===== config.mk =====
export PLATFORM = sky130hd
export DESIGN_NAME = btac
export DESIGN_NICKNAME = d
export VERILOG_FILES = /design/src/hdl/fetch_pkg.sv /design/src/hdl/btac.sv
export VERILOG_INCLUDE_DIRS = /design/src /design/src/include
export SDC_FILE = /design/constraint.sdc
export NUM_CORES = 1
export LEC_CHECK = 0
export BUFFER_PORTS_ARGS = -buffer_cell sky130_fd_sc_hd__buf_4
export CAP_MARGIN = 20
export CORE_ASPECT_RATIO = 0.8
export CORE_MARGIN = 2
export CORE_UTILIZATION = 46
export CTS_CLUSTER_DIAMETER = 100
export DETAILED_ROUTE_END_ITERATION = 6
export PLACE_DENSITY = 0.73
export SYNTH_ARGS = -nofsm -noshare
export SYNTH_HDL_FRONTEND = slang
export SYNTH_SLANG_ARGS = --single-unit
export TNS_END_PERCENT = 20

===== constraint.sdc =====
create_clock -name clock -period 6.1 [get_ports clock]
set_input_delay 1.22 -clock clock [delete_from_list [all_inputs] [get_ports clock]]
set_output_delay 1.22 -clock clock [all_outputs]
set_load 0.02 [all_outputs]

===== src/include/fetch_consts.svh =====
`ifndef FETCH_CONSTS_SVH
`define FETCH_CONSTS_SVH

// Address and fetch word widths
`define FETCH_XLEN 32
`define FETCH_WIDTH 64

// Two 32-bit instructions per fetch
`define FETCH_STEP 8
`define RESET_PC 0

// Instruction memory
`define ITIM_DEPTH 256
`define ITIM_LATENCY 2

// Branch target table
`define BTAC_DEPTH 16

`endif


===== src/hdl/fetch_pkg.sv =====
`include "fetch_consts.svh"

package fetch_pkg;

  typedef logic [`FETCH_XLEN-1:0] addr_t;
  typedef logic [`FETCH_WIDTH-1:0] word_t;

  // ctrl waits out a redirect, inv waits out a fence
  typedef enum logic [1:0] {
    idle = 2'd0,
    busy = 2'd1,
    ctrl = 2'd2,
    inv  = 2'd3
  } fetch_state_t;

  // Byte offset inside one fetch word
  localparam int FETCH_OFFSET = $clog2(`FETCH_STEP);

  localparam int BTAC_INDEX_W = $clog2(`BTAC_DEPTH);
  localparam int ITIM_INDEX_W = $clog2(`ITIM_DEPTH);

  typedef logic [BTAC_INDEX_W-1:0] btac_index_t;
  typedef logic [ITIM_INDEX_W-1:0] itim_index_t;

  function automatic btac_index_t btac_index(addr_t pc);
    return pc[FETCH_OFFSET +: BTAC_INDEX_W];
  endfunction

  function automatic itim_index_t itim_index(addr_t addr);
    return addr[FETCH_OFFSET +: ITIM_INDEX_W];
  endfunction

endpackage


===== src/hdl/btac.sv =====
`timescale 1ns/1ps

`include "fetch_consts.svh"

module btac import fetch_pkg::*; (
  input  logic  clock,
  input  logic  reset,
  input  logic  clear,
  input  addr_t get_pc,
  input  logic  resolve_valid,
  input  logic  resolve_taken,
  input  addr_t resolve_pc,
  input  addr_t resolve_target,
  input  logic  resolve_predicted,
  input  addr_t resolve_ptarget,
  output logic  pred_branch,
  output addr_t pred_baddr,
  output addr_t pred_pc,
  output logic  pred_miss,
  output addr_t pred_maddr
);

  logic [`BTAC_DEPTH-1:0] valid_q;
  addr_t                  tag_q    [`BTAC_DEPTH];
  addr_t                  target_q [`BTAC_DEPTH];

  btac_index_t            get_index;
  btac_index_t            upd_index;

  logic                   hit_q;
  addr_t                  hit_pc_q;
  addr_t                  hit_target_q;

  assign get_index = btac_index(get_pc);
  assign upd_index = btac_index(resolve_pc);

  //////////////////////////////////////////////////////////////////////
  // Training
  //////////////////////////////////////////////////////////////////////

  always_ff @(posedge clock) begin
    if (!reset || clear) begin
      valid_q <= '0;
    end else if (resolve_valid) begin
      // Not-taken resolve evicts the entry
      valid_q[upd_index] <= resolve_taken;
    end
  end

  always_ff @(posedge clock) begin
    if (resolve_valid && resolve_taken) begin
      tag_q[upd_index]    <= resolve_pc;
      target_q[upd_index] <= resolve_target;
    end
  end

  //////////////////////////////////////////////////////////////////////
  // Lookup
  //////////////////////////////////////////////////////////////////////

  always_ff @(posedge clock) begin
    if (!reset) begin
      hit_q <= 1'b0;
    end else begin
      hit_q <= !clear && valid_q[get_index] && (tag_q[get_index] == get_pc);
    end
  end

  always_ff @(posedge clock) begin
    hit_pc_q     <= tag_q[get_index];
    hit_target_q <= target_q[get_index];
  end

  assign pred_branch = hit_q;
  assign pred_baddr  = hit_target_q;
  assign pred_pc     = hit_pc_q;

  // Wrong direction, or taken to the wrong place
  always_comb begin
    pred_miss = 1'b0;
    if (resolve_valid) begin
      if (resolve_taken != resolve_predicted) begin
        pred_miss = 1'b1;
      end else if (resolve_taken && (resolve_target != resolve_ptarget)) begin
        pred_miss = 1'b1;
      end
    end
    pred_maddr = resolve_taken ? resolve_target : resolve_pc + addr_t'(`FETCH_STEP);
  end

  // Emptied table must not predict on the following lookup
  no_hit_after_clear: assert property (
    @(posedge clock) disable iff (!reset)
    clear |=> !pred_branch
  );

endmodule


== Word level (Yosys, flattened, before mapping) ==
Memories as Yosys holds them, arrays and structs flattened. A register that Yosys moved wholly into a read port is not among the register bits.
Cells that the tools add are included.
Operators by class
  order comparisons: 3
  add/sub/neg operators: 1
  equal/unequal tests: 3
  reduce and logical (&&, ||, !) cells: 8
  muxes and demuxes: 11
Operator list (number)
  adder 32 x 4 -> 32 bit (second input constant): 1
  == test 32 bit: 1
  2-to-1 mux 32 bit: 1
  inequality test 32 bit: 1
  bitwise mux 16 bit: 1
  < comparator 4 x 5 -> 1 bit (second input constant): 2
  2-to-1 mux 1 bit: 7
  logical AND 1 bit: 5
  binary-select mux 1 bit (select 4 bit): 1
  demux 1 bit (select 4 bit): 1
  >= comparator 4 x 1 -> 1 bit (second input constant): 1
  logical NOT 1 bit: 2
  logical OR 1 bit: 1
  inequality test 1 bit: 1
Storage, ports and cells
  output and inout bits: 98
  memories: 2
  register bits: 49
  bits in writable memories: 1024
Memory list
  tag_q: depth 16, width 32, read ports 1, clocked after Yosys merged registers in 0, write ports 1, line btac.sv:24  | addr_t tag_q [`BTAC_DEPTH];
  target_q: depth 16, width 32, read ports 1, clocked after Yosys merged registers in 1, write ports 1, line btac.sv:25  | addr_t target_q [`BTAC_DEPTH];

== Logic depth before layout (Yosys ltp) ==
  depth after elaboration: 5
  mapped depth: 12

== Worst setup path after synthesis ==
No wires, ideal clock.
  path type: in2out
  from: input resolve_pc[5]
  to: output pred_maddr[28]
  setup slack: 1.539 ns
  stages: 8
  path buffers: 1
  arrival: 3.341 ns
  cell sequence: clkbuf_1 -> nand4_1 -> nor3_1 -> and4_1 -> nand4_1 -> or2_2 -> xor2_1 -> o21ai_0
Between the ends
  cells in the longest elaborated chain, start to end: 2
Ends and longest elaborated chain
  start: declaration: line btac.sv:12  | input addr_t resolve_pc,
  adder 32 x 4 -> 32 bit: line btac.sv:88  | pred_maddr = resolve_taken ? resolve_target : resolve_pc + addr_t'(`FETCH_STEP);
  2-to-1 mux 32 bit: line btac.sv:88
  end: declaration: line btac.sv:20  | output addr_t pred_maddr
Every way passes these cells.

== Final worst setup path ==
  from: input resolve_pc[3]
  to: output pred_maddr[31]
The elaborated chain is that of the path after synthesis.

==> summary.md <==
| Metric | Value |
|---|---|
| VDD IR max | 0.000259 V |
| WHS Path Cells | 2 |
| Core Box Area | 91,400 µm² |
| Cell variety after synth | 48 |
| HP Start | valid_q[4] |
| Largest net degree at the start of global routing | 103 |
| CTS root buf | clkbuf_16 |
| Synth top cells by count | edfxtp_1, mux4_2, dfxtp_1 |
| Final min period | 5.35 ns |
| Final setup violating endpoints | 0 |
| Die height | 276 µm |
| Initial antenna violation count | 16 |
| Post-synth EDFFs | 1,024 |
| Drt total wl | 109,000 µm |
| TritonCTS buffer count | 103 |
| Die Width | 344 µm |
| Routed WL per cell | 30.3 µm |
| GRT overflow | 0 |
| Type of the most critical hold path | flop to flop |
| Static Leak | 16.1 nW |
| Cell with the most instances after synthesis | edfxtp_1 |
| Pins Over Slew Limit | 0 |
| # DRC | 0 |
| Flops & latches, synth | 1,105 |
| Cells after Synth | 1,988 |
| Maxcap violations | 0 |
| R2R cell count | 7 |
| First-pass GRT wire length | 155,000 µm |
| Worst hold margin | 0.487 ns |
| Crit share post-route | 87.7% |
| Synth top area cells | edfxtp_1, mux4_2, dfxtp_1 |
| Slowest library cell on the worst path | xor2_1 |
| Post-synth top area share | 72.2% |
| First-pass DRT Iterations | 6 |
| Max frequency | 187 MHz |
| Critical Path RT | 4.88 ns |
| CP delay by family, top | simple AND/OR/NAND/NOR gates |
| Status | finished clean |
| Post-CTS setup buffer count | 0 |
| Fraction of layout cells with a size suffix above 1 | 31.4% |
| CTS tree | yes |
| RSZ-0062 raised after global routing | no |
| CP bufs+invs | 4 |
| Maximum fanout along the worst path | 22 |
| Via count | 21,700 |
| Most frequent CP cell | buf_4 |
| Slew HR | 25.7% |
| Syn nets | 2,126 |
| Design area | 49,200 µm² |
| Placed inst area | 45,800 µm² |
| DIE AREA | 95,000 µm² |
| Ports | 232 |
| Final hold viol count | 0 |
| Critical Path Max Stage Delay | 0.50 ns |
| Final #Nets | 2,411 |
| Reg clk slew, reported paths | 0.06 ns |
| H-Tree Depth | 3 |
| FP Rows | 99 |
| Post-Route Skew | 0.0272 ns |
| Critical Path, Cell by Cell | buf_4 -> ha_1 -> nand3_1 -> nor3_1 -> buf_4 -> nand3_1 -> nor3_1 -> buf_4 -> nand3_1 -> xor2_1 -> o21ai_0 -> buf_4 |
| Post-Syn Area | 42,600 µm² |
| Clock buffer depth | 3 |
| Initial core utilization | 46.6% |
| Vias in the first global route | 22,000 |
| Post-route ant nets | 0 |
| Pwr dens | 324 nW/µm² |
| Min-Delay Endpoint | valid_q[4] |
| Largest area contributor in the netlist | edfxtp_1 |
| Sequential fraction of the synthesis area | 76.1% |
| Setup tns final | 0 ns |
| Clk_lat worst skew | 0.69 ns |
| CTS Sinks | 1,105 |
| Flop-to-flop setup slack | 3.21 ns |
| RR Endpoint | pred_branch |
| Number of vias per cell | 6.07 |
| Critical setup path kind | input port to primary output |
| Synthesis-to-layout area growth | 15.7% |
| Total global-route track usage | 22.8% |
| Final Power | 15.9 mW |
| Yosys warns | 0 |
| Initial DRC Count | 3,165 |
| Synth Area per Inst | 21.4 µm² |
| R2r startpoint | tag_q[9][1] |
| Worst slew pin tran | 1.11 ns |
| Ys async rst share | 0% |
| Critical path capture point type | primary output |
| Critical Path AT | 4.13 ns |
| Hpwl dp | 62,600 µm |
| Top FF cell, synth | edfxtp_1 |
| Critical Path Source Type | input port |
| Cts repair resizes | 0 |
| Routability congestion estimate | 0.883 |
| IO buf count | 231 |
| Hold buffer count at cts | 0 |
## sequential cells by signal (all words and copies together) (netlist names)
name and flops:
pred_pc 32, pred_branch 1, tag_q 512, target_q 512
valid_q 16, pred_baddr 32
## worst min-delay path, stage by stage (launching register included)
cell     delay, ns
dfxtp_1       0.31
o21ai_0       0.07
a21oi_1       0.06
## how the worst max path moves through the flow
stage / from / endpoint / slack (ns) / cells after the start
floorplan: resolve_pc[5] / pred_maddr[28] / 1.54 / 8
global placement: resolve_pc[3] / pred_maddr[31] / 0.94 / 12
detailed placement: resolve_pc[3] / pred_maddr[31] / 0.90 / 12
CTS: resolve_pc[3] / pred_maddr[31] / 0.84 / 12
global route: resolve_pc[3] / pred_maddr[31] / 0.68 / 12
finish: resolve_pc[3] / pred_maddr[31] / 0.75 / 12
## through the flow
stage / setup WS (ns) / util [%] / cells
final: 0.752 / 53.8 / 3580
after global routing: 0.679 / 53.8 / 3578
after CTS: 0.842 / 53.8 / 3573
after detailed placement: 0.900 / 50.1 / 3380
after global placement: 0.943 / 50.1 / 3378
after floorplan: 1.54 / - / 1988
## cells by family after synthesis
family / share of synthesized area (%)
AO/OA/AOI/OAI: 1.93
XOR/XNOR: 1.75
adder cells (fa/ha/maj): 0.118
buffers and inverters: 1.51
flip-flops: 76.1
multiplexers: 16.6
AND/OR/NAND/NOR: 2.04
## final cells by class
cell class	instances	area, µm²
Timing Repair Buffer	279	2260
Fill cell	6859	42200
Sequential cell	1105	32400
Antenna cell	7	17.5
Clock buffer	144	2850
Tap cell	1212	1520
Inverter	29	129
Multi-Input combinational cell	755	9550
Clock inverter	49	527
## power by group
part           leakage [nW]  total [mW]  internal (mW)  switching (mW)
Clock                  1.64        6.41           3.66            2.76
Sequential             9.90        8.45           8.40          0.0437
Combinational          4.54        1.07          0.435           0.639
## cell usage in the layout, fill, tap and decap left out, drive strengths merged, types with 16 or more instances in the layout
cell,Yosys,layout
a21oi,23,23
a22oi,29,29
buf,62,279
clkbuf,37,144
clkinv,0,52
dfxtp,81,81
edfxtp,1024,1024
mux2i,58,58
mux4,280,280
nand2,64,64
nand3,35,35
nor2,16,16
o21ai,62,62
xnor2,32,32
xor2,53,53
## layer usage
metal | global-route usage [%] | up-vias | wire (µm)
met2 | 34.4 | 1316 | 50500
met5 | 0 | - | 77
met3 | 5.90 | 187 | 12100
li1 | - | 8812 | -
met1 | 33.2 | 11400 | 43300
met4 | 6.31 | 12 | 2650
Power figures use the tool's default switching activity.
