**src/include/fetch_consts.svh**
```systemverilog
`ifndef FETCH_CONSTS_SVH
`define FETCH_CONSTS_SVH

// Address and fetch word widths
`define FETCH_XLEN 32
`define FETCH_WIDTH 64

// Two 32-bit instructions per fetch
`define FETCH_STEP 8
`define RESET_PC 0

// Instruction memory
`define ITIM_DEPTH 256
`define ITIM_LATENCY 2

// Branch target table
`define BTAC_DEPTH 16

`endif

```
**src/hdl/fetch_pkg.sv**
```systemverilog
`include "fetch_consts.svh"

package fetch_pkg;

  typedef logic [`FETCH_XLEN-1:0] addr_t;
  typedef logic [`FETCH_WIDTH-1:0] word_t;

  // ctrl waits out a redirect, inv waits out a fence
  typedef enum logic [1:0] {
    idle = 2'd0,
    busy = 2'd1,
    ctrl = 2'd2,
    inv  = 2'd3
  } fetch_state_t;

  // Byte offset inside one fetch word
  localparam int FETCH_OFFSET = $clog2(`FETCH_STEP);

  localparam int BTAC_INDEX_W = $clog2(`BTAC_DEPTH);
  localparam int ITIM_INDEX_W = $clog2(`ITIM_DEPTH);

  typedef logic [BTAC_INDEX_W-1:0] btac_index_t;
  typedef logic [ITIM_INDEX_W-1:0] itim_index_t;

  function automatic btac_index_t btac_index(addr_t pc);
    return pc[FETCH_OFFSET +: BTAC_INDEX_W];
  endfunction

  function automatic itim_index_t itim_index(addr_t addr);
    return addr[FETCH_OFFSET +: ITIM_INDEX_W];
  endfunction

endpackage

```
**src/hdl/fetch_stage.sv**
```systemverilog
`timescale 1ns/1ps

`include "fetch_consts.svh"

module fetch_stage import fetch_pkg::*; (
  input  logic  clock,
  input  logic  reset,
  input  logic  trap,
  input  logic  mret,
  input  addr_t mtvec,
  input  addr_t mepc,
  input  logic  fence,
  input  addr_t fence_npc,
  input  logic  clear,
  input  logic  stall,
  input  logic  pred_branch,
  input  addr_t pred_baddr,
  input  addr_t pred_pc,
  input  logic  pred_miss,
  input  addr_t pred_maddr,
  input  logic  mem_ready,
  input  word_t mem_rdata,
  output addr_t get_pc,
  output logic  mem_valid,
  output logic  mem_spec,
  output logic  mem_fence,
  output addr_t mem_addr,
  output logic  fetch_ready,
  output addr_t fetch_pc,
  output addr_t fetch_taddr,
  output addr_t fetch_tpc,
  output word_t fetch_rdata,
  output logic  fetch_taken
);

  fetch_state_t state_q;
  fetch_state_t state_d;
  addr_t        pc_q;
  addr_t        pc_d;
  logic         held_q;
  logic         held_d;
  logic         start_q;

  logic         redirect;
  logic         fence_sel;
  addr_t        redirect_pc;
  logic         pred_hit;
  logic         accept;
  logic         deliver;

  // Lookup runs on the address in flight
  assign get_pc = pc_q;

  //////////////////////////////////////////////////////////////////////
  // Redirect priority
  //////////////////////////////////////////////////////////////////////

  always_comb begin
    redirect    = trap | mret | pred_miss | fence;
    fence_sel   = 1'b0;
    redirect_pc = fence_npc;
    if (trap) begin
      redirect_pc = mtvec;
    end else if (mret) begin
      redirect_pc = mepc;
    end else if (pred_miss) begin
      redirect_pc = pred_maddr;
    end else begin
      fence_sel = fence;
    end
  end

  // Prediction must belong to the pc being fetched
  assign pred_hit = pred_branch && (pred_pc == pc_q);

  // Response belongs to the current stream
  assign accept  = (state_q != idle) && !clear && !redirect;
  assign deliver = accept && (mem_ready || held_q) && !stall;

  //////////////////////////////////////////////////////////////////////
  // Next state and itim request
  //////////////////////////////////////////////////////////////////////

  always_comb begin
    state_d   = state_q;
    pc_d      = pc_q;
    held_d    = held_q;
    mem_valid = 1'b0;
    mem_spec  = 1'b0;
    mem_fence = 1'b0;
    mem_addr  = pc_q;
    case (state_q)
      idle: begin
        held_d = 1'b0;
        if (redirect) begin
          pc_d = redirect_pc;
        end
        if (start_q && !clear && !stall) begin
          mem_valid = 1'b1;
          mem_addr  = pc_d;
          state_d   = busy;
        end
      end
      busy, ctrl, inv: begin
        if (clear) begin
          // Drop the pending access and park
          state_d  = idle;
          held_d   = 1'b0;
          mem_spec = 1'b1;
          if (redirect) begin
            pc_d = redirect_pc;
          end
        end else if (redirect) begin
          held_d    = 1'b0;
          pc_d      = redirect_pc;
          mem_valid = 1'b1;
          mem_spec  = 1'b1;
          mem_fence = fence_sel;
          mem_addr  = redirect_pc;
          state_d   = fence_sel ? inv : ctrl;
        end else if (deliver) begin
          held_d    = 1'b0;
          pc_d      = pred_hit ? pred_baddr : pc_q + addr_t'(`FETCH_STEP);
          mem_valid = 1'b1;
          mem_spec  = pred_hit;
          mem_addr  = pc_d;
          state_d   = pred_hit ? ctrl : busy;
        end else if (mem_ready) begin
          // Stalled, keep the word until release
          held_d = 1'b1;
        end
      end
      default: begin
        state_d = idle;
      end
    endcase
  end

  always_ff @(posedge clock) begin
    if (!reset) begin
      state_q     <= idle;
      pc_q        <= addr_t'(`RESET_PC);
      held_q      <= 1'b0;
      start_q     <= 1'b0;
      fetch_ready <= 1'b0;
    end else begin
      state_q     <= state_d;
      pc_q        <= pc_d;
      held_q      <= held_d;
      start_q     <= !clear;
      fetch_ready <= deliver;
    end
  end

  // Delivered fetch
  always_ff @(posedge clock) begin
    if (accept && mem_ready) begin
      fetch_rdata <= mem_rdata;
    end
    if (deliver) begin
      fetch_pc    <= pc_q;
      fetch_taken <= pred_hit;
      fetch_taddr <= pred_hit ? pred_baddr : '0;
      fetch_tpc   <= pred_hit ? pred_pc : '0;
    end
  end

  // A fence request always carries a new strobe
  fence_has_strobe: assert property (
    @(posedge clock) disable iff (!reset)
    (mem_spec && mem_fence) |-> mem_valid
  );

endmodule

```
**config.mk**
```make
export PLATFORM = sky130hd
export DESIGN_NAME = fetch_stage
export DESIGN_NICKNAME = d
export VERILOG_FILES = /design/src/hdl/fetch_pkg.sv /design/src/hdl/fetch_stage.sv
export VERILOG_INCLUDE_DIRS = /design/src /design/src/include
export SDC_FILE = /design/constraint.sdc
export NUM_CORES = 1
export LEC_CHECK = 0
export ABC_AREA = 1
export BUFFER_PORTS_ARGS = -buffer_cell sky130_fd_sc_hd__buf_2
export CORE_AREA = 3 3 194 196
export DETAILED_ROUTE_END_ITERATION = 10
export DIE_AREA = 0 0 197 199
export PLACE_DENSITY_LB_ADDON = 0.3
export REMOVE_ABC_BUFFERS = 1
export SKIP_LAST_GASP = 1
export SLEW_MARGIN = 20
export SYNTH_ARGS = -nofsm -noshare
export SYNTH_HDL_FRONTEND = slang
export SYNTH_SLANG_ARGS = --single-unit
```
**constraint.sdc**
```tcl
create_clock -name clock -period 4.25 [get_ports clock]
set_input_delay 0.425 -clock clock [delete_from_list [all_inputs] [get_ports clock]]
set_output_delay 0.425 -clock clock [all_outputs]
set_load 0.1 [all_outputs]
```
---- Word level (Yosys, flattened, before mapping) ----
Cells that the tools add are included.
W data, S select, Z words.
cells by class
  $add $sub $neg .......................... 1
  bitwise operators ....................... 3
  multiplexer cells ....................... 39
  eq/ne operators ......................... 7
  reductions and logical operators ........ 16
operators with widths
  kind                     number
  $mux W32                 10
  $pmux W32 S2             2
  $add A32 B4 Y32 const B  1
  $eq A32 B32 Y1           1
  $mux W1                  19
  $mux W2                  5
  $logic_and A1 B1 Y1      8
  $ne A5 B5 Y1 const B     1
  $eq A2 B2 Y1 const B     2
  $ne A4 B4 Y1 const B     1
  $pmux W1 S2              2
  $pmux W2 S2              1
  $logic_not A1 Y1         3
  $or A1 B1 Y1             3
  $reduce_or A3 Y1         1
  $eq A2 B1 Y1 const B     1
  $logic_not A2 Y1         1
  $ne A2 B2 Y1 const B     1
  $reduce_and A2 Y1        1
  $reduce_bool A2 Y1       1
  $logic_or A1 B1 Y1       1
storage, ports and cells
  output and inout bits ................... 229
  bits in registers ....................... 198
  word-level logic and storage cells ...... 76

---- Depth between registers and ports, before layout ----
Gate-level depths: netlist (run 1).
  depth after elaboration ................. 11
  depth in mapped cells ................... 17
  depth with buffers taken out ............ 15

---- Least setup slack after synthesis (run 1) ----
Ideal clock, no wire load.
  path kind ............................... register -> output
  start point ............................. register pc_q[4] (netlist: get_pc[4])
  end point ............................... output mem_addr[17]
  cell stages (with the launch flop) ...... 11
  path slack .............................. 0.052 ns
  arrival time ............................ 3.773 ns
  buffers on the path ..................... 0
  required time ........................... 3.825 ns
  path through ............................ dfxtp_1 > ha_1 > nand3_1 > nor3_2 > nand2_1 > nor2_1 > xor2_1 > nand2_1 > nand3_1 > inv_1 > o21ai_1
between the ends
  word-level cells in the longest chain between the ends .. 7
  elaborated cells between the ends (all ways) .. 8
  classes of those cells .................. 1 x add/sub; 1 x eq/ne; 5 x mux; 1 x reduce/logical
RTL lines
  element                                                                  RTL line            source
  start: declaration                                                       fetch_stage.sv:38   addr_t pc_q;
  start signal: assignment                                                 fetch_stage.sv:142  pc_q <= addr_t'(`RESET_PC);
  start signal: assignment                                                 fetch_stage.sv:148  pc_q <= pc_d;
  parallel branches: the longest is 2 deep, another holds $add A32 B4 Y32  -
  $mux W32 *                                                               fetch_stage.sv:123  pc_d = pred_hit ? pred_baddr : pc_q + addr_t'(`FETCH_STEP);
  $mux W32 *                                                               fetch_stage.sv:121  end else if (deliver) begin
  $mux W32 *                                                               -
  $mux W32 *                                                               fetch_stage.sv:105  if (clear) begin
  $pmux W32 S2 *                                                           fetch_stage.sv:92   case (state_q)
  end: declaration                                                         fetch_stage.sv:27   output addr_t mem_addr,
Every way passes the cells marked *.

---- Worst setup path in the final report (run 1) ----
  start point ............................. register pc_q[21] (netlist: get_pc[21])
  end point ............................... output mem_addr[22]
The elaborated chain is that of the path after synthesis.

==> flow_summary.json, run 1 <==
{
  "status": "complete, no violations",
  "power.total_uw": 5150,
  "crit_type": "reg2out",
  "ir_drop_mv": 0.278,
  "regArea_um2": 5580,
  "cts_root_buf": "clkbuf_16",
  "cts.sinks": 198,
  "synth_top_flop_cell": "edfxtp_1",
  "cts-buffers-inserted": 17,
  "antenna_found_initial": 10,
  "clock_path_buffers": 2,
  "nNetsFinal": 2058,
  "synth_top_area_share_pct": 45.2,
  "ctsResizeCount": 0,
  "wire_per_inst_um": 21.9,
  "drcViolationCount": 0,
  "rsz0062_at_grt": "false",
  "ant_nets": 0,
  "rows": 70,
  "yosysTopAreaCell": "edfxtp_1",
  "max_clock_freq_ghz": 0.254,
  "vias": 11500,
  "relSlewSlack_pct": 30.8,
  "synth.avg_cell_area_um2": 8.15,
  "synth.most_common_cell": "nand2_1",
  "n_fill_cell": 3790,
  "fin_worst_skew_ns": 0.0165,
  "synth_top_cells_by_area": "edfxtp_1 (45%), nand2_1 (13%), dfxtp_1 (6.9%)",
  "fin_crit_sh_pct": 92.7,
  "area_growth_pct": 38.8,
  "cts_max_level": 4,
  "synth_warnings": 0,
  "ys_ff_latch": 198,
  "yosys.cell_types.count": 39,
  "power_density_nw_per_um2": 347,
  "grtUsageTotal_pct": 24.3,
  "io_buffers": 494,
  "required_ns": 3.83,
  "yosys-top-cells-count": "nand2_1 (358), edfxtp_1 (161), nor2_1 (150), inv_1 (136), nand3_1 (134)",
  "worstMarginPinSlew_ns": 1.04,
  "crit_path_start_kind": "register",
  "clk-insertion-delay-late_ns": 0.46,
  "multi_input_area_um2": 4270,
  "vias_per_cell": 5.04,
  "fin_cells": 2280,
  "worst_hold_path_type": "in2reg",
  "grt_pass1_wl_um": 70000,
  "r2r_cells": 14,
  "hold-path-cell-count": 2,
  "coreArea_um2": 36300,
  "drv_slew": 0,
  "syn_area_um2": 10700,
  "critical_path_arrival_ns": 3.51,
  "finalSetupViolations": 0,
  "io_pins": 495,
  "grt_start_max_net_pins": 69,
  "dp_hpwl_um": 38400,
  "cts_setup_buffers": 0,
  "async_flop_share_pct": 0,
  "dieArea_um2": 39200,
  "initial_core_util_pct": 29.5,
  "grt_pass1_vias": 10900,
  "fp.dieH_um": 199,
  "p_leak_uw": 0.00667,
  "end_kind": "output port",
  "cts_tree": "yes",
  "cts.clk_slew.worst_paths_ns": 0.08,
  "cp_max_fo": 22,
  "drt_first_pass_iters": 6,
  "drive_above_1_share_pct": 32.9,
  "grt_remaining_overflow": 0,
  "cap_violations": 0,
  "gp_congestion": 0.920,
  "die_x_um": 197,
  "hold_violations": 0,
  "drt_first_iter_violations": 968,
  "seq_area_frac_synth_pct": 52.1,
  "routed_wl_um": 50000,
  "syn_inst": 1313,
  "dpl.cell_count": 2240,
  "finalCriticalPeriod_ns": 3.94,
  "synth_edf_count": 161,
  "holdBufCountCts": 0
}
==> metrics by stage <==
| stage | util (%) | hold WS, ns | setup TNS [ns] | worst slack [ns] | cell area [µm²] |
|---|---|---|---|---|---|
| 2_1_floorplan | - | 0.497 | -168.87 | -3.09 | 10400 |
| 3_3_place_gp | 39.4 | 0.543 | 0 | 0.735 | 14300 |
| 3_5_place_dp | 39.4 | 0.539 | 0 | 0.736 | 14300 |
| 4_1_cts | 40.9 | 0.112 | 0 | 0.235 | 14800 |
| 5_1_grt | 41.0 | 0.123 | 0 | 0.0566 | 14900 |
| 6_report | 41.0 | 0.139 | 0 | 0.310 | 14900 |
==> logic make-up (layout without fill, tap and decap cells) <==
family,Yosys count,after routing,share of synthesized area (%)
buf+inv,218,709,8.22
flops,198,198,52.1
compound gates,184,184,10.6
xor+xnor,26,26,2.13
simple gates,686,686,26.9
fa+ha+maj,1,1,0.117
other cells,0,8,0
==> cell usage in the layout (no fill, tap or decap), types with 2 or more instances in the layout <==
cell type	count
a211oi_1	3
a21oi_1	45
a22oi_1	2
a32oi_1	27
buf_12	37
buf_2	460
buf_4	31
clkbuf_16	17
clkinv_1	4
clkinv_8	2
dfxtp_1	37
diode_2	8
edfxtp_1	161
inv_1	136
inv_2	10
inv_6	5
inv_8	3
nand2_1	357
nand2_2	2
nand3_1	133
nand3_2	2
nand4_1	16
nor2_1	148
nor2_2	4
nor2_4	7
nor3_1	6
o2111ai_1	2
o211ai_1	18
o21ai_0	45
o21ai_1	10
o22ai_1	31
or2_2	6
xnor2_1	5
xor2_1	21
==> final cells by class <==
class,instances,share of cell area [%]
diodes,8,0.135
clock buffers,17,2.86
clock inverters,15,0.935
inverters,149,3.78
multi-input cells,897,28.8
flip-flops and latches,198,37.5
well taps,468,3.94
repair buffers,528,22.1
==> state kept, by name, summed over array words and instances (netlist names) <==
name / count
start_q: 1
fetch_pc: 32
get_pc: 32
held_q: 1
fetch_taken: 1
state_q: 2
fetch_taddr: 32
fetch_rdata: 64
fetch_ready: 1
fetch_tpc: 32
==> power breakdown <==
group,internal [µW],switching [µW]
Combinational,406,963
Sequential,2110,65.5
Clock,777,830
==> critical path: stages, from the launching register on <==
cell and delay, ns:
dfxtp_1 0.58, inv_1 0.21, nand2_1 0.20, nand2_1 0.09, inv_1 0.06, nand2_1 0.04
nor2_1 0.10, nand2_1 0.08, nor2_1 0.17, nand3_2 0.48, buf_4 0.41, nand2_1 0.08
nand3_1 0.09, o211ai_1 0.10, nand2_1 0.15, buf_12 0.20
==> worst paths after layout <==
path                                 start      endpoint  slack [ns]
worst min-delay path                 clear       start_q        0.14
worst min register to register  state_q[0]    state_q[0]        0.56
worst max register to register  get_pc[21]    get_pc[23]        1.32
worst max-delay path            get_pc[21]  mem_addr[22]        0.31
==> layer usage <==
metal	GRT usage, %	vias to the layer above	part of all wire, %
met5	0	-	0
li1	-	5372	-
met4	10.4	0	3.2
met3	5.13	81	8.2
met1	29.9	5400	40
met2	41.4	628	48
Power figures use the tool's default switching activity.
==> run 2: changes to the inputs <==
--- a/config.mk
+++ b/config.mk
@@ -6,11 +6,10 @@
 export SDC_FILE = /design/constraint.sdc
 export NUM_CORES = 1
 export LEC_CHECK = 0
-export ABC_AREA = 1
 export BUFFER_PORTS_ARGS = -buffer_cell sky130_fd_sc_hd__buf_2
-export CORE_AREA = 3 3 194 196
+export CORE_AREA = 3 3 189 191
 export DETAILED_ROUTE_END_ITERATION = 10
-export DIE_AREA = 0 0 197 199
+export DIE_AREA = 0 0 192 194
 export PLACE_DENSITY_LB_ADDON = 0.3
 export REMOVE_ABC_BUFFERS = 1
 export SKIP_LAST_GASP = 1
==> run 2 against run 1 <==
  * Critical path depth decreased by 8
  * Combinational power decreased by 13%
  * Global-route usage decreased by 2.0 points
  * Critical endpoint is now mem_addr[16]
  * Worst hold slack improved by 0.014 ns
  * Flip-flop and latch count unchanged
  * Register-to-register slack got worse by 0.21 ns
  * Critical path type unchanged
  * Largest cell class unchanged
  * Synthesized area decreased by 5.2%
  * Non-clock buffer count increased by 9
  * Largest power group unchanged
  * Sequential power about the same
  * Die area decreased by 5.0%
  * Wire length decreased by 13%
==> flow_summary.json, run 2 <==
{
  "cts.sinks": 198,
  "cts_tree": "yes",
  "synth_top_flop_cell": "edfxtp_1",
  "fin_ws_ns": 0.302,
  "ir_drop_mv": 0.267,
  "largest_reg_flops": 64,
  "dp_hpwl_um": 34100,
  "power_density_nw_per_um2": 350,
  "drv_slew": 0,
  "synth.most_common_cell": "edfxtp_1",
  "worst_hold_path_type": "in2reg",
  "finalCriticalPeriod_ns": 3.95,
  "grt_start_max_net_pins": 65,
  "seq_area_frac_synth_pct": 55.0,
  "grtUsageTotal_pct": 22.3,
  "gp_congestion": 0.865,
  "crit_type": "reg2out",
  "clock_path_buffers": 2,
  "routed_wl_um": 43300,
  "ctsResizeCount": 0,
  "io_buffers": 494,
  "die_x_um": 192,
  "vias_per_cell": 4.99,
  "dieArea_um2": 37200,
  "clk-insertion-delay-late_ns": 0.45,
  "initial_core_util_pct": 29.6,
  "largest-register": "fetch_rdata",
  "p_leak_uw": 0.00626,
  "p_comb_share_pct": 23.9,
  "fin_tns_setup_ns": 0,
  "p_switching_uw": 1710,
  "antenna_found_initial": 12,
  "rsz0062_at_grt": "false",
  "p_sw_share_pct": 34.4,
  "grt_pass1_wl_um": 60900,
  "ys_ff_latch": 198,
  "p_clk_share_pct": 32.8,
  "fp.dieH_um": 194,
  "end_kind": "output port",
  "drcViolationCount": 0,
  "p_int_uw": 3260,
  "yosys.cell_types.count": 55,
  "yosys-top-cells-count": "edfxtp_1 (161), nand2_1 (81), mux2i_1 (78), o21ai_0 (67), and2_1 (65)",
  "relSlewSlack_pct": 34.0,
  "drive_above_1_share_pct": 41.1,
  "drt_first_iter_violations": 483,
  "fin_crit_sh_pct": 92.9,
  "cts.clk_slew.worst_paths_ns": 0.09,
  "crit_path_start_kind": "register",
  "drt_first_pass_iters": 7,
  "cts-buffers-inserted": 17,
  "final_cell_mix": "buf_2 (469), edfxtp_1 (161), nand2_1 (81)",
  "synth_top_cells_by_area": "edfxtp_1 (48%), mux2i_1 (7.7%), dfxtp_1 (7.3%)",
  "cp_max_fo": 10,
  "syn_area_um2": 10100,
  "finalSetupViolations": 0,
  "p_seq_share_pct": 43.3,
  "n_fill_cell": 3432,
  "max_clock_freq_ghz": 0.253,
  "cts_max_level": 4,
  "required_ns": 3.83,
  "grt_remaining_overflow": 0,
  "syn_inst": 933,
  "wire_per_inst_um": 23.0,
  "hold_violations": 0,
  "synth_edf_count": 161,
  "cts_root_buf": "clkbuf_16",
  "worstMarginPinSlew_ns": 0.983,
  "ant_nets": 0,
  "nNetsFinal": 1679,
  "io_pins": 495,
  "coreArea_um2": 34300,
  "synth_top_area_share_pct": 47.7,
  "rows": 68,
  "status": "complete, no violations",
  "cts_setup_buffers": 0,
  "area_growth_pct": 40.1,
  "critical_path_arrival_ns": 3.52,
  "fin_worst_skew_ns": 0.0230,
  "holdBufCountCts": 0,
  "vias": 9409,
  "final_common_cell": "buf_2",
  "cap_violations": 0,
  "grt_pass1_vias": 9240,
  "synth_warnings": 0,
  "yosysTopAreaCell": "edfxtp_1",
  "synth.avg_cell_area_um2": 10.9,
  "dp_slack_ns": 0.835,
  "async_flop_share_pct": 0
}
[run 2: cell count changes after synthesis, moves of 17 or more]
cell and change:
and2_1 +64, nand2_1 -277, mux2i_1 +78, inv_1 -124
o22ai_1 -18, nand3_1 -111, o21ai_0 +22, nor2_1 -95
o221ai_1 +17, a32oi_1 -25
[run 2: area by class of cell]
class,instances,area (µm²),share of cell area (%)
sequential,198,5580,39.2
multi-input combinational,645,4210,29.6
timing repair buffer,537,3210,22.6
tap,455,569,4.01
clock buffer,17,425,2.99
clock inverter,14,154,1.08
inverter,13,53.8,0.379
antenna,6,15.0,0.106
[run 2: worst max-delay path, stage by stage (launching register included)]
cell and delay, ns:
dfxtp_1 0.58, xor2_1 0.17, nor4_2 0.42, nand4_1 0.25
nor3_4 0.47, mux2_2 0.40, o31ai_1 0.52, buf_12 0.25
[run 2: logic make-up after synthesis]
| family | after synthesis | synth area share [%] |
|---|---|---|
| multiplexers | 80 | 7.92 |
| buffers and inverters | 90 | 3.75 |
| AND/OR/NAND/NOR | 299 | 15.2 |
| XOR/XNOR | 56 | 4.83 |
| adder cells (fa/ha/maj) | 1 | 0.123 |
| AO/OA/AOI/OAI | 209 | 13.2 |
| flip-flops | 198 | 55.0 |
[run 2: layer usage]
metal / vias up / global-route usage, % / part of all wire, %
met5: - / 0 / 0.13
li1: 4429 / - / -
met3: 54 / 5.08 / 8.3
met4: 8 / 6.42 / 1.9
met2: 493 / 39.1 / 50
met1: 4425 / 27.3 / 40
[run 2: power groups by stage]
stage | clock network, µW | logic, µW | registers, µW
after global routing | 1740 | 1250 | 2160
after floorplan | 0 | 514 | 2380
final | 1630 | 1190 | 2150
after CTS | 1670 | 1200 | 2150
after detailed placement | 0 | 1190 | 2200
after global placement | 0 | 1180 | 2200
[run 2: path summary, 6_finish.rpt]
kind | startpoint | end | slack, ns | cells past startpoint
hold / removal | mem_rdata[38] | fetch_rdata[38] | 0.15 | 1
hold reg to reg | held_q | held_q | 0.55 | 2
setup / recovery | get_pc[10] | mem_addr[16] | 0.30 | 7
setup reg to reg | state_q[1] | get_pc[28] | 1.11 | 5
[run 2: through the flow]
stage / util (%) / power [µW] / hold slack (ns) / cells / cell area, µm²
finish: 41.5 / 4970 / 0.153 / 1885 / 14200
global route: 41.5 / 5150 / 0.130 / 1885 / 14200
CTS: 41.4 / 5020 / 0.131 / 1879 / 14200
detailed placement: 39.7 / 3390 / 0.538 / 1848 / 13600
global placement: 39.7 / 3380 / 0.535 / 1848 / 13600
floorplan: - / 2900 / 0.497 / 856 / 9810
==> run 3: changes to the inputs <==
==> constraint.sdc (replaced) <==
create_clock -name clock -period 4.25 [get_ports clock]
set_input_delay 0.2125 -clock clock [delete_from_list [all_inputs] [get_ports clock]]
set_output_delay 0.2125 -clock clock [all_outputs]
set_load 0.1 [all_outputs]
==> run 3 against run 2 <==
  * Maximum frequency rose by 4.1%
  * Utilization rose by 1.6 points
  * Worst setup slack improved by 0.15 ns
  * Sequential power barely moved
  * Total power rose by 2.8%
  * Global-route usage rose by 0.13 points
  * Flip-flop and latch count did not move
  * Sequential share of layout area fell by 1.5 points
  * Worst hold slack got worse by 0.11 ns
  * Design area rose by 3.9%
==> flow_summary.json, run 3 (same netlist as run 2, synthesis figures left out) <==
{
  "rows": 68,
  "relSlewSlack_pct": 36.5,
  "n_fill_cell": 3272,
  "required_ns": 4.04,
  "coreArea_um2": 34300,
  "wire_per_inst_um": 22.4,
  "fin_crit_sh_pct": 89.2,
  "antenna_found_initial": 4,
  "drcViolationCount": 0,
  "area_growth_pct": 45.5,
  "fin_worst_skew_ns": 0.0184,
  "largest-register": "fetch_rdata",
  "vias": 9583,
  "vias_per_cell": 4.96,
  "initial_core_util_pct": 29.6,
  "status": "complete, no violations",
  "drive_above_1_share_pct": 38.7,
  "die_x_um": 192,
  "gp_congestion": 0.837,
  "cts-buffers-inserted": 17,
  "critical_path_arrival_ns": 3.58,
  "final_cell_mix": "buf_2 (469), edfxtp_1 (161), nand2_1 (81)",
  "p_leak_uw": 0.00648,
  "grtUsageTotal_pct": 22.4,
  "ctsResizeCount": 0,
  "fp.dieH_um": 194,
  "min_to": "get_pc[0]",
  "routed_wl_um": 43300,
  "ant_nets": 0,
  "placedInstanceArea_um2": 13500,
  "grt_pass1_wl_um": 61300,
  "cts_tree": "yes",
  "drv_slew": 0,
  "cts_max_level": 4,
  "final_util_pct": 43.1,
  "grt_remaining_overflow": 0,
  "ir_drop_mv": 0.276,
  "min_from": "pred_baddr[0]",
  "drt_first_iter_violations": 683,
  "rrSetupSlack_ns": 1.37,
  "hold-path-cell-count": 3,
  "fin_area_um2": 14800,
  "hold_violations": 0,
  "rr_startpoint": "get_pc[6]",
  "whs_ns": 0.0433,
  "clock_path_buffers": 2,
  "worst_hold_path_type": "in2reg",
  "cts.clk_slew.worst_paths_ns": 0.08,
  "timing.rr.end": "get_pc[21]",
  "crit_path_start_kind": "register",
  "fin_ws_ns": 0.457,
  "io_pins": 495,
  "dp_hpwl_um": 33500,
  "cts_root_buf": "clkbuf_16",
  "clk-insertion-delay-late_ns": 0.46,
  "largest_reg_flops": 64,
  "power_density_nw_per_um2": 346,
  "grt_start_max_net_pins": 107,
  "nNetsFinal": 1731,
  "max_clock_freq_ghz": 0.264,
  "rsz0062_at_grt": "false",
  "dieArea_um2": 37200,
  "drt_first_pass_iters": 7,
  "end_kind": "output port",
  "worstMarginPinSlew_ns": 0.952,
  "finalCriticalPeriod_ns": 3.79,
  "grt_pass1_vias": 9363,
  "io_buffers": 494,
  "r2r_cells": 7,
  "fin_cells": 1934,
  "dp_slack_ns": 0.887,
  "cts.sinks": 198,
  "dpl.cell_count": 1834,
  "crit_type": "reg2out",
  "cp_max_fo": 23,
  "final_common_cell": "buf_2",
  "finalSetupViolations": 0,
  "cap_violations": 0
}
run 3: cell types whose count changed in the layout (fill, tap and decap cells not counted), sizes merged:
cell / delta
clkinvlp: -1
buf: -14
diode: -4
dlygate4sd3: +66
bufinv: +2
inv: +2
clkinv: -2
run 3: what timing repair did:
action	in CTS	in global routing
setup buffers	0	0
endpoints found under the hold margin	66	0
endpoints found under the setup margin	0	0
hold buffers	66	0
run 3: layer usage:
layer  vias up  track usage, %  routed length [µm]
li1       4533               -                   -
met1      4568            26.5               16900
met2       439            39.7               22100
met3        39            5.73                3420
met4         4            6.88                 920
met5         -               0                  27
run 3: worst max-delay path by stage:
stage                     slack (ns)  cells after the start       from            to
final                           0.46                      8  get_pc[6]   mem_addr[4]
after global routing            0.15                      8  get_pc[3]   mem_addr[4]
after CTS                       0.35                      8  get_pc[3]   mem_addr[4]
after detailed placement        0.89                      8  get_pc[3]   mem_addr[4]
after global placement          0.92                      8       mret  mem_addr[13]
after floorplan                -2.99                      5       trap  mem_addr[17]
run 3: layout make-up:
class	count	area, µm²	area share, %
Timing Repair Buffer	589	3740	25.3
Sequential cell	198	5580	37.8
Tap cell	455	569	3.86
Clock buffer	17	425	2.88
Inverter	13	53.8	0.364
Multi-Input combinational cell	645	4210	28.5
Clock inverter	15	185	1.25
Antenna cell	2	5.00	0.0339
run 3: power by group:
part | leakage [µW] | switching (µW) | internal, µW
sequential | 0.00193 | 55.8 | 2110
combinational | 0.00424 | 819 | 395
clock | 0.000302 | 833 | 899
total | 0.00648 | 1710 | 3400
run 3: metrics by stage:
step           TNS (ns)  power (µW)
6_report              0        5110
5_1_grt               0        5290
4_1_cts               0        5150
3_5_place_dp          0        3370
3_3_place_gp          0        3360
2_1_floorplan   -150.13        2900
run 3: critical path: stages, from the launching register on:
cell and delay, ns:
dfxtp_1 0.63, xor2_1 0.22, nor4_1 0.32, nand4_1 0.29
nor3_4 0.35, buf_4 0.35, mux2i_1 0.15, a222oi_1 0.30
buf_2 0.50
